--- src/include/fetch_cfg.svh ---
// fetch front end configuration
// widths, queue depth and the RISC-V encodings the predecoder and the
// landing-pad checker look for

`ifndef FETCH_CFG_SVH
`define FETCH_CFG_SVH

// ------------------------------------------------------------
// sizes
// ------------------------------------------------------------
// fetch address width
`define FETCH_ADDR_W 32
// entries in the fetch queue, power of two
`define FETCH_QUEUE_DEPTH 4
// landing-pad label width, bits 23 to 15 of the pad
`define LPAD_LABEL_W 9

// ------------------------------------------------------------
// opcodes
// ------------------------------------------------------------
`define OPC_BRANCH 7'b1100011
`define OPC_JAL 7'b1101111
`define OPC_JALR 7'b1100111
`define OPC_OP_IMM 7'b0010011

// fixed landing-pad fields
// mid field is bits 14 to 7, top field is bits 31 to 24
`define LPAD_MID_PATTERN 8'b1000_0000
`define LPAD_TOP_PATTERN 8'b1000_0011

`endif

--- src/hdl/fetch_pkg.sv ---
// fetch front end types
// one instruction word with its branch, jump and landing-pad decodings,
// and the entry that travels from the PC generator to the back end

`default_nettype none

`include "fetch_cfg.svh"

package fetch_pkg;

    // conditional branch, B-type immediate split over the word
    typedef struct packed {
        logic       sign;
        logic [5:0] imm10_5;
        logic [4:0] rs2;
        logic [4:0] rs1;
        logic [2:0] funct3;
        logic [3:0] imm4_1;
        logic       imm11;
        logic [6:0] opcode;
    } branch_view_t;

    // JAL and JALR share the rd position
    // J-type immediate fields only make sense for JAL
    typedef struct packed {
        logic       sign;
        logic [9:0] imm10_1;
        logic       imm11;
        logic [7:0] imm19_12;
        logic [4:0] rd;
        logic [6:0] opcode;
    } jump_view_t;

    // landing pad, an OP-IMM encoding with fixed fields around the label
    typedef struct packed {
        logic [7:0]               top;
        logic [`LPAD_LABEL_W-1:0] label;
        logic [7:0]               mid;
        logic [6:0]               opcode;
    } lpad_view_t;

    typedef union packed {
        branch_view_t branch;
        jump_view_t   jump;
        lpad_view_t   lpad;
    } instr_u;

    // one fetched instruction, 65 bits
    typedef struct packed {
        logic [`FETCH_ADDR_W-1:0] pc;
        instr_u                   instr;
        // static prediction said taken
        logic                     taken;
    } fetch_entry_t;

endpackage

`default_nettype wire

--- src/hdl/fetch_entry_if.sv ---
// fetch entry channel
// one entry with a valid/ready handshake, the entry moves on an edge
// where both are high

`default_nettype none

interface fetch_entry_if
    import fetch_pkg::*;
();

    logic         valid;
    logic         ready;
    fetch_entry_t entry;

    // sender side, valid stays up with a stable entry until it moves
    modport producer (
        output valid,
        output entry,
        input  ready
    );

    // receiver side
    modport consumer (
        input  valid,
        input  entry,
        output ready
    );

endinterface

`default_nettype wire

--- src/hdl/fetch_pc_gen.sv ---
// PC generator
// runs one four-phase request at a time on the instruction memory,
// predecodes the returned word and predicts the next PC statically
// (JAL taken, backward branch taken, everything else PC+4)
// a redirect replaces the PC and drops whatever is in flight

`default_nettype none

`include "fetch_cfg.svh"

module fetch_pc_gen
    import fetch_pkg::*;
(
    input  logic                     clk_i,
    input  logic                     rst_ni,
    input  logic [`FETCH_ADDR_W-1:0] boot_addr_i,
    input  logic                     redirect_i,
    input  logic [`FETCH_ADDR_W-1:0] redirect_pc_i,
    output logic                     imem_req_o,
    output logic [`FETCH_ADDR_W-1:0] imem_addr_o,
    input  logic                     imem_ack_i,
    input  logic [31:0]              imem_rdata_i,
    fetch_entry_if.producer          out_o
);

    typedef enum logic [1:0] {
        IDLE,
        REQUEST,
        ACK_LOW,
        HOLD
    } state_e;

    state_e                   state_q, state_d;
    logic [`FETCH_ADDR_W-1:0] pc_q, pc_d;
    logic [`FETCH_ADDR_W-1:0] addr_q;
    logic [`FETCH_ADDR_W-1:0] fetch_addr;
    logic                     boot_q;
    logic                     discard_q, discard_d;
    logic                     valid_q, valid_d;
    fetch_entry_t             entry_q;
    logic                     xfer;
    logic                     accept_rsp;

    // predecode
    instr_u                   rsp;
    logic [`FETCH_ADDR_W-1:0] imm_b, imm_j;
    logic [`FETCH_ADDR_W-1:0] next_pc;
    logic                     is_branch, is_jal, taken;

    // ------------------------------------------------------------
    // predecode and static prediction
    // ------------------------------------------------------------
    assign rsp = imem_rdata_i;

    assign imm_b = {{(`FETCH_ADDR_W-12){rsp.branch.sign}}, rsp.branch.imm11,
                    rsp.branch.imm10_5, rsp.branch.imm4_1, 1'b0};
    assign imm_j = {{(`FETCH_ADDR_W-20){rsp.jump.sign}}, rsp.jump.imm19_12,
                    rsp.jump.imm11, rsp.jump.imm10_1, 1'b0};

    assign is_branch = (rsp.branch.opcode == `OPC_BRANCH);
    assign is_jal    = (rsp.jump.opcode == `OPC_JAL);
    // backward branches are loops, guess taken
    assign taken     = is_jal | (is_branch & rsp.branch.sign);

    // JALR falls through, its target is unknown here
    assign next_pc = addr_q + (taken ? (is_jal ? imm_j : imm_b) : `FETCH_ADDR_W'(4));

    // ------------------------------------------------------------
    // handshake and next state
    // ------------------------------------------------------------
    assign xfer = valid_q & out_o.ready;

    // response is kept unless it belongs to a redirected request
    assign accept_rsp = (state_q == REQUEST) & imem_ack_i & ~discard_q & ~redirect_i;

    // redirect wins, the boot address only feeds the very first request
    assign fetch_addr = redirect_i ? redirect_pc_i : (boot_q ? boot_addr_i : pc_q);

    always_comb begin
        valid_d = valid_q;
        if (xfer) begin
            valid_d = 1'b0;
        end
        if (accept_rsp) begin
            valid_d = 1'b1;
        end
        if (redirect_i) begin
            valid_d = 1'b0;
        end
    end

    always_comb begin
        pc_d = pc_q;
        if (accept_rsp) begin
            pc_d = next_pc;
        end
        if (redirect_i) begin
            pc_d = redirect_pc_i;
        end
    end

    always_comb begin
        discard_d = discard_q;
        if (state_q == REQUEST) begin
            // req is already up, let it finish and drop the data
            if (imem_ack_i) begin
                discard_d = 1'b0;
            end else if (redirect_i) begin
                discard_d = 1'b1;
            end
        end
    end

    always_comb begin
        state_d = state_q;
        unique case (state_q)
            IDLE: state_d = REQUEST;
            REQUEST: begin
                if (imem_ack_i) begin
                    state_d = ACK_LOW;
                end
            end
            // memory must drop ack before anything new goes out
            ACK_LOW: begin
                if (!imem_ack_i) begin
                    state_d = valid_d ? HOLD : IDLE;
                end
            end
            HOLD: begin
                if (!valid_d) begin
                    state_d = IDLE;
                end
            end
            default: state_d = IDLE;
        endcase
    end

    // ------------------------------------------------------------
    // registers
    // ------------------------------------------------------------
    always_ff @(posedge clk_i or negedge rst_ni) begin
        if (!rst_ni) begin
            state_q   <= IDLE;
            pc_q      <= '0;
            boot_q    <= 1'b1;
            discard_q <= 1'b0;
            valid_q   <= 1'b0;
        end else begin
            state_q   <= state_d;
            pc_q      <= pc_d;
            discard_q <= discard_d;
            valid_q   <= valid_d;
            if (state_q == IDLE || redirect_i) begin
                boot_q <= 1'b0;
            end
        end
    end

    // address only moves when a request starts, so it is stable under req
    always_ff @(posedge clk_i) begin
        if (state_q == IDLE) begin
            addr_q <= fetch_addr;
        end
        if (accept_rsp) begin
            entry_q.pc    <= addr_q;
            entry_q.instr <= rsp;
            entry_q.taken <= taken;
        end
    end

    assign imem_req_o  = (state_q == REQUEST);
    assign imem_addr_o = addr_q;

    assign out_o.valid = valid_q;
    assign out_o.entry = entry_q;

endmodule

`default_nettype wire

--- src/hdl/fetch_queue.sv ---
// fetch queue
// circular buffer of fetch entries between the PC generator and the
// back end, push and pop in the same cycle, flush empties it at once

`default_nettype none

`include "fetch_cfg.svh"

module fetch_queue
    import fetch_pkg::*;
#(
    parameter int unsigned DEPTH = `FETCH_QUEUE_DEPTH
) (
    input  logic            clk_i,
    input  logic            rst_ni,
    input  logic            flush_i,
    fetch_entry_if.consumer in_i,
    fetch_entry_if.producer out_o
);

    // one pointer bit at least, so a single-entry queue still builds
    localparam int unsigned PTR_W = (DEPTH > 1) ? $clog2(DEPTH) : 1;
    localparam int unsigned CNT_W = $clog2(DEPTH + 1);

    fetch_entry_t     mem_q [DEPTH];
    logic [PTR_W-1:0] wr_ptr_q, rd_ptr_q;
    logic [CNT_W-1:0] count_q;
    logic             push, pop;
    logic             full, empty;

    assign full  = (count_q == CNT_W'(DEPTH));
    assign empty = (count_q == '0);

    assign push = in_i.valid & in_i.ready;
    assign pop  = out_o.valid & out_o.ready;

    // full queue stalls the producer
    assign in_i.ready = ~full;

    // head is visible the cycle after it was written
    assign out_o.valid = ~empty;
    assign out_o.entry = mem_q[rd_ptr_q];

    // ------------------------------------------------------------
    // pointers and occupancy
    // ------------------------------------------------------------
    always_ff @(posedge clk_i or negedge rst_ni) begin
        if (!rst_ni) begin
            wr_ptr_q <= '0;
            rd_ptr_q <= '0;
            count_q  <= '0;
        end else if (flush_i) begin
            wr_ptr_q <= '0;
            rd_ptr_q <= '0;
            count_q  <= '0;
        end else begin
            if (push) begin
                wr_ptr_q <= (wr_ptr_q == PTR_W'(DEPTH - 1)) ? '0 : wr_ptr_q + 1'b1;
            end
            if (pop) begin
                rd_ptr_q <= (rd_ptr_q == PTR_W'(DEPTH - 1)) ? '0 : rd_ptr_q + 1'b1;
            end
            // simultaneous push and pop keep the count
            unique case ({push, pop})
                2'b10:   count_q <= count_q + 1'b1;
                2'b01:   count_q <= count_q - 1'b1;
                default: count_q <= count_q;
            endcase
        end
    end

    // storage
    always_ff @(posedge clk_i) begin
        if (push) begin
            mem_q[wr_ptr_q] <= in_i.entry;
        end
    end

endmodule

`default_nettype wire

--- src/hdl/lpad_checker.sv ---
// landing-pad checker
// watches entries leaving the front end, after an indirect call
// (JALR with rd x1 or x5) the next entry must be a landing pad with
// the expected label, otherwise that entry is flagged with a fault

`default_nettype none

`include "fetch_cfg.svh"

module lpad_checker
    import fetch_pkg::*;
(
    input  logic                     clk_i,
    input  logic                     rst_ni,
    input  logic                     flush_i,
    input  logic [`LPAD_LABEL_W-1:0] label_i,
    fetch_entry_if.consumer          in_i,
    output logic                     fetch_valid_o,
    input  logic                     fetch_ready_i,
    output logic [`FETCH_ADDR_W-1:0] fetch_pc_o,
    output logic [$bits(instr_u)-1:0] fetch_instr_o,
    output logic                     fetch_taken_o,
    output logic                     fetch_fault_o,
    output logic                     elp_o
);

    typedef enum logic {
        NO_LP_EXPECTED,
        LP_EXPECTED
    } lp_state_e;

    lp_state_e state_q;
    instr_u    head;
    logic      xfer;
    logic      is_call;
    logic      is_lpad;

    assign head = in_i.entry.instr;
    assign xfer = in_i.valid & fetch_ready_i;

    // indirect call, the link register is ra or t0
    assign is_call = (head.jump.opcode == `OPC_JALR) &&
                     ((head.jump.rd == 5'd1) || (head.jump.rd == 5'd5));

    // pad encoding plus a label match
    assign is_lpad = (head.lpad.opcode == `OPC_OP_IMM) &&
                     (head.lpad.mid == `LPAD_MID_PATTERN) &&
                     (head.lpad.top == `LPAD_TOP_PATTERN) &&
                     (head.lpad.label == label_i);

    // ------------------------------------------------------------
    // expectation state, moves only when an entry leaves
    // ------------------------------------------------------------
    always_ff @(posedge clk_i or negedge rst_ni) begin
        if (!rst_ni) begin
            state_q <= NO_LP_EXPECTED;
        end else if (flush_i) begin
            state_q <= NO_LP_EXPECTED;
        end else if (xfer) begin
            // one entry checked, pass or fail, then back to idle
            if (state_q == LP_EXPECTED) begin
                state_q <= NO_LP_EXPECTED;
            end else if (is_call) begin
                state_q <= LP_EXPECTED;
            end
        end
    end

    // straight through to the back end
    assign in_i.ready    = fetch_ready_i;
    assign fetch_valid_o = in_i.valid;
    assign fetch_pc_o    = in_i.entry.pc;
    assign fetch_instr_o = head;
    assign fetch_taken_o = in_i.entry.taken;

    assign fetch_fault_o = in_i.valid & (state_q == LP_EXPECTED) & ~is_lpad;
    assign elp_o         = (state_q == LP_EXPECTED);

endmodule

`default_nettype wire

--- src/hdl/frontend_top.sv ---
// instruction fetch front end
// PC generator with static prediction, fetch queue and landing-pad
// checker, memory on a four-phase req/ack, entries out on valid/ready

`default_nettype none

`include "fetch_cfg.svh"

module frontend_top
    import fetch_pkg::*;
(
    input  logic                      clk_i,
    input  logic                      rst_ni,
    input  logic [`FETCH_ADDR_W-1:0]  boot_addr_i,
    // mispredict, trap or eret merged into one target
    input  logic                      redirect_i,
    input  logic [`FETCH_ADDR_W-1:0]  redirect_pc_i,
    input  logic [`LPAD_LABEL_W-1:0]  label_i,
    // instruction memory
    output logic                      imem_req_o,
    output logic [`FETCH_ADDR_W-1:0]  imem_addr_o,
    input  logic                      imem_ack_i,
    input  logic [31:0]               imem_rdata_i,
    // back end
    output logic                      fetch_valid_o,
    input  logic                      fetch_ready_i,
    output logic [`FETCH_ADDR_W-1:0]  fetch_pc_o,
    output logic [$bits(instr_u)-1:0] fetch_instr_o,
    output logic                      fetch_taken_o,
    output logic                      fetch_fault_o,
    output logic                      elp_o
);

    fetch_entry_if pc_to_queue ();
    fetch_entry_if queue_to_chk ();

    fetch_pc_gen i_pc_gen (
        .clk_i         ( clk_i         ),
        .rst_ni        ( rst_ni        ),
        .boot_addr_i   ( boot_addr_i   ),
        .redirect_i    ( redirect_i    ),
        .redirect_pc_i ( redirect_pc_i ),
        .imem_req_o    ( imem_req_o    ),
        .imem_addr_o   ( imem_addr_o   ),
        .imem_ack_i    ( imem_ack_i    ),
        .imem_rdata_i  ( imem_rdata_i  ),
        .out_o         ( pc_to_queue   )
    );

    // redirect also empties the queue
    fetch_queue i_queue (
        .clk_i   ( clk_i        ),
        .rst_ni  ( rst_ni       ),
        .flush_i ( redirect_i   ),
        .in_i    ( pc_to_queue  ),
        .out_o   ( queue_to_chk )
    );

    lpad_checker i_lpad_checker (
        .clk_i         ( clk_i         ),
        .rst_ni        ( rst_ni        ),
        .flush_i       ( redirect_i    ),
        .label_i       ( label_i       ),
        .in_i          ( queue_to_chk  ),
        .fetch_valid_o ( fetch_valid_o ),
        .fetch_ready_i ( fetch_ready_i ),
        .fetch_pc_o    ( fetch_pc_o    ),
        .fetch_instr_o ( fetch_instr_o ),
        .fetch_taken_o ( fetch_taken_o ),
        .fetch_fault_o ( fetch_fault_o ),
        .elp_o         ( elp_o         )
    );

endmodule

`default_nettype wire

--- config.mk ---
export PLATFORM = sky130hd
export DESIGN_NAME = frontend_top
export DESIGN_NICKNAME = d
export VERILOG_FILES = /design/src/hdl/fetch_pkg.sv /design/src/hdl/fetch_entry_if.sv /design/src/hdl/fetch_pc_gen.sv /design/src/hdl/fetch_queue.sv /design/src/hdl/lpad_checker.sv /design/src/hdl/frontend_top.sv
export VERILOG_INCLUDE_DIRS = /design/src /design/src/include
export SDC_FILE = /design/constraint.sdc
export NUM_CORES = 1
export LEC_CHECK = 0
export BUFFER_PORTS_ARGS = -buffer_cell sky130_fd_sc_hd__buf_2
export CORE_MARGIN = 1
export CORE_UTILIZATION = 58
export DETAILED_ROUTE_END_ITERATION = 7
export GPL_TIMING_DRIVEN = 0
export HOLD_SLACK_MARGIN = 0.08
export PLACE_DENSITY_LB_ADDON = 0.12
export SYNTH_ARGS = -nofsm -noshare
export SYNTH_HDL_FRONTEND = slang
export SYNTH_SLANG_ARGS = --single-unit
--- constraint.sdc ---
create_clock -name clk_i -period 5.23 [get_ports clk_i]
set_clock_uncertainty 0.2 [all_clocks]
set_input_delay 1.046 -clock clk_i [delete_from_list [all_inputs] [get_ports clk_i]]
set_output_delay 1.046 -clock clk_i [all_outputs]
set_load 0.005 [all_outputs]
==> results of run 1 <==
-- through the flow --
stage	setup slack (ns)	power (uW)	setup TNS (ns)	cell area, sq um	cells
2_1_floorplan	0.645	5300	0	16800	1034
3_3_place_gp	-0.653	6050	-42.55	18300	1622
3_5_place_dp	-0.336	6110	-2.16	18500	1629
4_1_cts	0.0814	8800	0	19800	1697
5_1_grt	0.0484	9130	0	19800	1698
6_report	0.282	8770	0	19800	1698
-- worst register-to-register path: cells and delay by family (launching register included) --
family / cells / cell delay (ns)
flops: 1 / 0.48
compound gates: 4 / 1.49
fa+ha+maj: 1 / 0.33
mux: 1 / 0.34
simple gates: 3 / 0.40
buf+inv: 1 / 0.25
-- layout make-up --
cell class	count	area share, %
multi-input cells	565	23.9
inverters	22	0.417
clock inverters	21	1.08
well taps	378	2.39
flip-flops and latches	402	59.9
repair buffers	218	6.23
clock buffers	47	5.18
plain buffers	45	0.948
-- per-layer routing --
| metal | up-vias | global-route usage (%) |
|---|---|---|
| met5 | - | 0 |
| li1 | 4565 | - |
| met3 | 62 | 4.69 |
| met2 | 467 | 45.2 |
| met1 | 5093 | 39.1 |
| met4 | 2 | 5.69 |
-- repair_timing --
item | in CTS | in global routing
resized for setup | 0 | 10
buffers inserted | 0 | 1
setup endpoints to repair | 0 | 8
-- layout by cell type (no fill, tap or decap), types with 8 or more instances in the layout --
| cell | count |
|---|---|
| edfxtp_1 | 357 |
| buf_2 | 214 |
| nor2_1 | 69 |
| a21oi_1 | 68 |
| mux4_2 | 65 |
| nand2_1 | 54 |
| dfrtp_1 | 44 |
| clkbuf_16 | 39 |
| clkbuf_1 | 37 |
| nor3_1 | 35 |
| mux2i_1 | 30 |
| a211oi_1 | 25 |
| ha_1 | 23 |
| inv_1 | 22 |
| xnor2_1 | 22 |
| o21ai_0 | 17 |
| nor2b_1 | 14 |
| and2_1 | 10 |
| nand4_1 | 10 |
| and3_1 | 9 |
| clkinv_2 | 9 |
| o21a_1 | 8 |
-- flip-flops by register name (all words and copies together), names as in the netlist --
| name | flops |
|---|---|
| i_pc_gen.state_q | 2 |
| i_pc_gen.out_o.entry | 65 |
| i_queue.mem_q | 260 |
| i_queue.count_q | 3 |
| i_pc_gen.discard_q | 1 |
| i_pc_gen.pc_q | 32 |
| i_lpad_checker.elp_o | 1 |
| i_pc_gen.boot_q | 1 |
| i_pc_gen.imem_addr_o | 32 |
| i_queue.wr_ptr_q | 2 |
| i_pc_gen.out_o.valid | 1 |
| i_queue.rd_ptr_q | 2 |
-- final timing paths --
kind,depth (start not counted),to,slack [ns],from
max in group asynchronous,1,i_queue.wr_ptr_q[1],3.59,rst_ni
setup / recovery,15,i_pc_gen.pc_q[24],0.28,imem_rdata_i[4]
min in group asynchronous,1,i_pc_gen.pc_q[25],0.53,rst_ni
setup reg to reg,10,i_pc_gen.pc_q[30],1.68,i_pc_gen.imem_addr_o[17]
hold / removal,0,i_queue.mem_q[1][28],0.30,i_pc_gen.out_o.entry[28]
hold reg to reg,0,i_queue.mem_q[1][28],0.30,i_pc_gen.out_o.entry[28]
-- where the power goes --
| group | internal [uW] | total, uW | leakage [uW] | switching (uW) |
|---|---|---|---|---|
| Clock | 1560 | 2720 | 0.000611 | 1160 |
| Sequential | 3900 | 4170 | 0.00376 | 274 |
| Combinational | 871 | 1880 | 0.00258 | 1010 |
| Total | 6320 | 8770 | 0.00695 | 2440 |
-- cell families (layout without fill, tap and decap cells) --
logic type                 Yosys count  after routing  synth area share, %
AOI/OAI and AO/OA                  154            154                 5.70
xor gates and xnor gates            29             29                 1.51
adders and majority gates           25             25                 1.95
buffers and inverters               67            353                 1.55
DFF                                402            402                 70.5
muxes                               99             99                 10.8
and+or+nand+nor                    258            258                 7.97
==> results.py, run 1 <==
metrics = {
    "status": {
        "status": "finished, final reports clean",
    },
    "cells_and_area": {
        "regArea_sq_mm": 0.0118,
        "layout-drive-gt1-share_pct": 28.0,
        "fillers": 1881,
        "n_antenna_cell": 0,
        "area_growth_pct": 17.8,
        "multi_input_area_sq_mm": 0.00473,
        "nNetsFinal": 1428,
        "utilization_pct": 70.3,
    },
    "setup_path": {
        "cp_max_fo": 7,
        "critPathArrivalTime_ns": 5.19,
        "slowest_delay_ns": 0.43,
        "cp_data_required_time_ns": 5.47,
        "path_cells": "buf_2, and4b_1, nand2_1, nor2_1, nand2_1, a21boi_0, ha_1, o21ai_0, o21ai_0, a31oi_1, o211ai_1, a2111oi_2, o21bai_1, mux2_2, a211oi_1",
        "crit_type": "in2reg",
        "endpoint_kind": "flop",
        "cp_top_family": "compound AO/OA/AOI/OAI gates",
        "path_buf_inv": 1,
        "worstSetupStartpointType": "primary input",
        "slowest_stage": "a2111oi_2",
    },
    "route": {
        "drc": 0,
        "wire_per_inst_um": 23.2,
        "highest_layer": "met5",
        "first_pass_iters": 5,
        "met3_length_um": 3200,
        "met2_length_um": 19200,
        "viasPerCell": 6.00,
        "vias": 10200,
        "wl_met1_um": 16400,
        "antenna_left": 0,
        "wl_um": 39500,
        "drtIter0Drc": 890,
    },
    "yosys": {
        "synth_top_area_cell": "edfxtp_1",
        "synth_ff_type": "edfxtp_1",
        "yosysMostFrequentCell": "edfxtp_1",
        "ys_seq_area_share_pct": 70.5,
        "synth_top_area_share_pct": 63.8,
        "synth_area_leaders": "edfxtp_1 (64%), mux4_2 (8.7%), dfrtp_1 (6.6%)",
        "syn-instance-count": 1034,
        "synth_edf_count": 357,
        "yosysUniqueCellTypes": 60,
        "yosysWarnings": 0,
        "syn_nets": 1169,
        "synth_area_per_cell_sq_um": 16.2,
        "synth_commonest_cells": "edfxtp_1 (357), nor2_1 (71), a21oi_1 (68), mux4_2 (65), nand2_1 (54)",
        "syn_area_sq_mm": 0.0168,
        "async_flop_share_pct": 11.2,
        "ys_ff_latch": 402,
    },
    "power": {
        "ir_drop_v": 0.000355,
        "leakage_uw": 0.00695,
        "powerDensity_mw_per_mm2": 443,
    },
    "clock_network": {
        "clock_latency_ns": 0.54,
        "numClockSinks": 402,
        "h-tree-depth": 2,
        "path_clk_slew_ns": 0.06,
        "clockRootBuffer": "clkbuf_16",
        "cts_buffers": 39,
        "cts_buffer_depth": 3,
        "cts_tree": "yes",
        "hold_buffers": 0,
    },
    "sta": {
        "relSlewSlack_pct": 24.6,
        "fin_hold_ws_ns": 0.297,
        "tightestPinTransition_ns": 1.13,
        "setup_viol": 0,
        "max_freq_ghz": 0.202,
        "slew_viol_final": 0,
        "finalHoldViolCount": 0,
        "min_period_over_period_pct": 94.6,
        "fin_crit_ns": 4.95,
        "rsz0062_at_grt": "false",
    },
    "floorplan": {
        "die_y_um": 172,
        "rows": 61,
        "die_w_um": 172,
        "core_area_sq_mm": 0.0282,
        "initial_core_util_pct": 59.7,
        "io_pins": 211,
        "dieArea_sq_mm": 0.0296,
    },
    "place": {
        "io_buffers": 210,
        "gp_congestion": 0.887,
        "place_hpwl_um": 27600,
    },
    "global_routing": {
        "grt_overflow_total": 0,
        "grt_pass1_wl_um": 59400,
        "antenna_found_initial": 1,
        "grt_max_degree": 55,
        "grt_usage_pct": 27.5,
        "grt_pass1_vias": 10100,
    },
    "run": {
        "maxCapViolCount": 0,
    },
    "worst_hold_path": {
        "hp-class": "reg2reg",
    },
}
(Power assumes the default switching activity.)
==> run 2: changes to the inputs <==
--- a/config.mk
+++ b/config.mk
@@ -8,7 +8,7 @@
 export LEC_CHECK = 0
 export BUFFER_PORTS_ARGS = -buffer_cell sky130_fd_sc_hd__buf_2
 export CORE_MARGIN = 1
-export CORE_UTILIZATION = 58
+export CORE_UTILIZATION = 52
 export DETAILED_ROUTE_END_ITERATION = 7
 export GPL_TIMING_DRIVEN = 0
 export HOLD_SLACK_MARGIN = 0.08
==> constraint.sdc (replaced) <==
create_clock -name clk_i -period 4.3 [get_ports clk_i]
set_clock_uncertainty 0.2 [all_clocks]
set_input_delay 0.86 -clock clk_i [delete_from_list [all_inputs] [get_ports clk_i]]
set_output_delay 0.86 -clock clk_i [all_outputs]
set_load 0.005 [all_outputs]
==> results.py, run 2 (synthesized netlist as in run 1, its figures left out) <==
metrics = {
    "sta": {
        "fin_hold_ws_ns": 0.295,
        "slew_viol_final": 0,
        "min_period_over_period_pct": 97.9,
        "relSlewSlack_pct": 23.4,
        "setup_ws_ns": 0.0895,
        "finalHoldViolCount": 0,
        "tightestPinTransition_ns": 1.15,
        "setup_viol": 0,
        "max_freq_ghz": 0.237,
        "fin_crit_ns": 4.21,
    },
    "worst_hold_path": {
        "hp-start": "i_pc_gen.out_o.entry[55]",
        "hold_depth": 0,
        "hold_end": "i_queue.mem_q[3][55]",
        "hp-class": "reg2reg",
    },
    "floorplan": {
        "io_pins": 211,
        "initial_core_util_pct": 53.1,
        "die_y_um": 182,
        "rows": 65,
        "core_area_sq_mm": 0.0316,
        "dieArea_sq_mm": 0.0330,
        "die_w_um": 182,
    },
    "cells_and_area": {
        "largest_reg_flops": 260,
        "fillers": 2343,
        "top_register": "i_queue.mem_q",
        "layout-drive-gt1-share_pct": 29.7,
        "final_common_cell": "edfxtp_1",
        "area_growth_pct": 19.3,
        "layout_common_cells": "edfxtp_1 (357), buf_2 (213), nor2_1 (68)",
        "stdcell_count": 1732,
        "nNetsFinal": 1434,
    },
    "clock_network": {
        "cts_buffers": 41,
        "h-tree-depth": 2,
        "cts_buffer_depth": 3,
        "hold_buffers": 0,
        "cts_tree": "yes",
        "clockRootBuffer": "clkbuf_16",
        "clock_latency_ns": 0.54,
        "path_clk_slew_ns": 0.06,
        "numClockSinks": 402,
    },
    "setup_path": {
        "cp_max_fo": 10,
        "cp_data_required_time_ns": 3.24,
        "r2r_start": "i_pc_gen.state_q[1]",
        "slowest_delay_ns": 0.59,
        "slowest_stage": "mux4_2",
        "crit_type": "reg2out",
        "worstSetupStartpointType": "flop",
        "rrSetupSlack_ns": 0.87,
        "path_buf_inv": 3,
        "path_cells": "buf_6, buf_8, mux4_2, nor4b_2, nand4b_1, nor4_2, nor2_1, buf_2",
        "endpoint_kind": "output port",
        "cp_top_family": "simple AND/OR/NAND/NOR gates",
        "critPathArrivalTime_ns": 3.15,
        "timing.rr.end": "i_pc_gen.out_o.entry[50]",
        "ff2ff_path_depth": 8,
    },
    "place": {
        "io_buffers": 210,
        "dp_cells": 1653,
        "gp_congestion": 0.851,
        "place_ws_ns": -1.03,
        "place_hpwl_um": 27600,
    },
    "global_routing": {
        "grt_usage_pct": 24.6,
        "grt_max_degree": 52,
        "antenna_found_initial": 2,
        "use_met3_pct": 3.83,
        "grt_pass1_vias": 9961,
        "grt_pass1_wl_um": 59800,
        "top_usage_layer": "met2",
        "met1_usage_pct": 35.4,
        "grt_overflow_total": 0,
        "met2_usage_pct": 38.4,
    },
    "route": {
        "drc": 0,
        "drtIter0Drc": 859,
        "vias": 10200,
        "wire_per_inst_um": 23.2,
        "antenna_left": 0,
        "first_pass_iters": 5,
        "wl_um": 40200,
        "viasPerCell": 5.91,
    },
    "power": {
        "ir_drop_v": 0.000319,
        "leakage_uw": 0.00702,
        "powerDensity_mw_per_mm2": 539,
    },
    "run": {
        "maxCapViolCount": 0,
    },
    "status": {
        "status": "finished, final reports clean",
    },
}
run 2: changes by cell type in the layout (fill, tap and decap cells not counted), sizes merged:
cell,delta
clkinv,-1
clkinvlp,-1
inv,+2
diode,+2
buf,+7
clkbuf,+1
run 2: worst max-delay path by stage:
| stage | start | to | slack [ns] | cells after the start |
|---|---|---|---|---|
| finish | i_queue.rd_ptr_q[0] | fetch_fault_o | 0.09 | 8 |
| global route | i_queue.rd_ptr_q[0] | fetch_fault_o | -0.04 | 8 |
| CTS | i_queue.rd_ptr_q[0] | fetch_fault_o | -0.004 | 8 |
| detailed placement | imem_rdata_i[4] | i_pc_gen.pc_q[24] | -1.03 | 15 |
| global placement | imem_ack_i | i_pc_gen.pc_q[13] | -1.46 | 7 |
| floorplan | imem_rdata_i[4] | i_pc_gen.pc_q[23] | 0.003 | 15 |
run 2: through the flow:
stage | power, uW | instance area (sq um) | utilization (%) | setup TNS, ns
4_1_cts | 10900 | 19900 | 63.0 | -0.00418
3_5_place_dp | 7440 | 18600 | 58.7 | -16.09
3_3_place_gp | 7380 | 18400 | 58.1 | -173.66
5_1_grt | 11300 | 20000 | 63.4 | -0.0547
6_report | 10800 | 20000 | 63.4 | 0
2_1_floorplan | 6440 | 16800 | - | 0
run 2: cell type report:
class	count	area, sq um	area share, %
flip-flops and latches	402	11800	59.1
multi-input cells	565	4830	24.1
repair buffers	223	1280	6.38
clock buffers	51	1070	5.36
well taps	402	503	2.51
plain buffers	44	219	1.09
clock inverters	21	201	1.00
inverters	22	82.6	0.412
diodes	2	5.00	0.0250
run 2: power breakdown:
group	internal [uW]	switching (uW)	leakage (uW)	total [uW]
logic	1090	1240	0.00263	2330
registers	4740	331	0.00376	5070
clock network	1960	1440	0.000627	3400
run 2: timing repair:
action / in CTS / in global routing
buffers inserted: 3 / 3
pin swaps: 3 / 6
setup endpoints to repair: 51 / 15
resized for setup: 25 / 22
run 2: per-layer routing:
layer  vias to the layer above  share of wire (%)
met1                      5125                 42
met3                        75                7.5
li1                       4596                  -
met2                       438                 47
met4                         0                3.1
met5                         -                  0
==> run 3: changes to the inputs <==
--- a/config.mk
+++ b/config.mk
@@ -12,7 +12,7 @@
 export DETAILED_ROUTE_END_ITERATION = 7
 export GPL_TIMING_DRIVEN = 0
 export HOLD_SLACK_MARGIN = 0.08
-export PLACE_DENSITY_LB_ADDON = 0.12
+export PLACE_DENSITY = 0.8
 export SYNTH_ARGS = -nofsm -noshare
 export SYNTH_HDL_FRONTEND = slang
 export SYNTH_SLANG_ARGS = --single-unit
==> results.py, run 3 (synthesized netlist as in run 1, its figures left out) <==
metrics = {
    "clock_network": {
        "clockRootBuffer": "clkbuf_16",
        "numClockSinks": 402,
        "hold_buffers": 0,
        "clock_latency_ns": 0.54,
        "cts_buffers": 40,
        "cts_tree": "yes",
        "h-tree-depth": 2,
        "path_clk_slew_ns": 0.06,
        "cts_buffer_depth": 3,
    },
    "global_routing": {
        "antenna_found_initial": 3,
        "grt_max_degree": 48,
        "grt_pass1_wl_um": 61100,
        "grt_overflow_total": 0,
        "grt_pass1_vias": 10200,
        "grt_usage_pct": 25.1,
    },
    "floorplan": {
        "rows": 65,
        "io_pins": 211,
        "dieArea_sq_mm": 0.0330,
        "die_w_um": 182,
        "initial_core_util_pct": 53.1,
        "die_y_um": 182,
        "core_area_sq_mm": 0.0316,
    },
    "power": {
        "p_total_uw": 10800,
        "p_switching_uw": 3060,
        "seqPwrFrac_pct": 47.1,
        "ir_drop_v": 0.000272,
        "p_sw_share_pct": 28.4,
        "clock_power_share_pct": 31.0,
        "p_int_uw": 7740,
        "powerDensity_mw_per_mm2": 538,
        "leakage_uw": 0.00703,
        "combPwrFrac_pct": 21.9,
    },
    "status": {
        "status": "finished, final reports clean",
    },
    "cells_and_area": {
        "nNetsFinal": 1437,
        "utilization_pct": 63.4,
        "layout_common_cells": "edfxtp_1 (357), buf_2 (214), nor2_1 (68)",
        "fillers": 2254,
        "regArea_sq_mm": 0.0118,
        "multi_input_area_sq_mm": 0.00484,
        "layout-drive-gt1-share_pct": 29.8,
        "largest_reg_flops": 260,
        "area_growth_pct": 19.5,
        "final_common_cell": "edfxtp_1",
        "top_register": "i_queue.mem_q",
    },
    "route": {
        "drc": 0,
        "viasPerCell": 5.98,
        "first_pass_iters": 5,
        "antenna_left": 0,
        "vias": 10400,
        "drtIter0Drc": 1060,
        "wl_um": 41200,
        "wire_per_inst_um": 23.8,
    },
    "sta": {
        "tightestPinTransition_ns": 1.21,
        "fin_crit_ns": 4.18,
        "finalHoldViolCount": 0,
        "slew_viol_final": 0,
        "max_freq_ghz": 0.239,
        "rsz0062_at_grt": "true",
        "setup_viol": 0,
        "min_period_over_period_pct": 97.2,
        "relSlewSlack_pct": 19.3,
    },
    "setup_path": {
        "endpoint_kind": "flop",
        "timing.rr.end": "i_pc_gen.out_o.entry[19]",
        "r2r_start": "i_pc_gen.state_q[1]",
        "cp_max_fo": 10,
        "cp_data_required_time_ns": 4.52,
        "crit_start": "imem_rdata_i[4]",
        "ff2ff_path_depth": 9,
        "worstSetupStartpointType": "primary input",
        "rrSetupSlack_ns": 0.77,
        "critPathArrivalTime_ns": 4.40,
        "crit_type": "in2reg",
    },
    "run": {
        "maxCapViolCount": 0,
    },
    "worst_hold_path": {
        "hp-start": "i_pc_gen.out_o.entry[31]",
        "hp-class": "reg2reg",
        "hold_end": "i_queue.mem_q[0][31]",
        "hold_depth": 0,
    },
    "place": {
        "io_buffers": 210,
        "place_hpwl_um": 28500,
        "gp_congestion": 0.893,
    },
}
## run 3: changes by cell type in the layout (fill, tap and decap cells not counted), sizes merged
cell	change
inv	-2
buf	+5
diode	+1
clkinvlp	+1
clkbuf	-2
## run 3: area by class of cell
cell class | count | share of cell area [%]
tap | 402 | 2.51
sequential | 402 | 59.0
clock inverter | 20 | 1.07
timing repair buffer | 227 | 6.62
antenna | 3 | 0.0374
multi-input combinational | 565 | 24.1
inverter | 22 | 0.411
buffer | 44 | 1.02
clock buffer | 50 | 5.17
## run 3: power by group through the flow
stage | sequential [uW] | clock, uW | combinational [uW]
after floorplan | 5020 | 0 | 1430
after global placement | 5140 | 0 | 2210
after detailed placement | 5140 | 0 | 2330
after CTS | 5080 | 3390 | 2360
after global routing | 5120 | 3540 | 2550
final | 5080 | 3350 | 2360
## run 3: timing repair
action	in CTS	in global routing
setup endpoints to repair	49	16
endpoints found under the hold margin	0	0
pin swaps	4	4
resized for setup	20	22
setup buffers	4	5
## run 3: critical path, stage by stage
cell,delay (ns)
buf_2,0.10
and4b_2,0.32
and2_4,0.18
nand3_4,0.16
nand2_1,0.14
a21boi_2,0.09
ha_1,0.24
fa_1,0.45
a211oi_1,0.26
nor2_1,0.13
o211ai_1,0.20
buf_4,0.17
a21oi_2,0.08
nor3_4,0.16
buf_12,0.16
mux2i_1,0.10
or4_1,0.41
and3_1,0.18
## run 3: how the worst max path moves through the flow
stage,cells after the start,endpoint,slack [ns]
final,18,i_pc_gen.pc_q[23],0.12
after global routing,18,i_pc_gen.pc_q[23],-0.05
after CTS,14,i_pc_gen.pc_q[24],0.001
after detailed placement,15,i_pc_gen.pc_q[24],-0.95
after global placement,7,i_pc_gen.pc_q[31],-1.40
after floorplan,15,i_pc_gen.pc_q[23],0.003
## run 3: per-stage QoR
step           setup slack, ns  area, sq um  setup TNS, ns  hold WS [ns]  std cells
2_1_floorplan          0.00345        16800              0         0.259       1034
3_3_place_gp             -1.40        18400        -130.77         0.267       1646
3_5_place_dp            -0.951        18600         -14.37         0.280       1654
4_1_cts                0.00133        19900              0         0.278       1727
5_1_grt                -0.0525        20100         -0.102         0.287       1735
6_report                 0.120        20100              0         0.275       1735
## run 3: layer usage
metal	global-route usage (%)	part of all wire, %	vias up
li1	-	-	4603
met1	34.0	39	5150
met2	41.1	49	549
met3	4.85	9.2	68
met4	8.41	2.5	0
met5	0	0	-
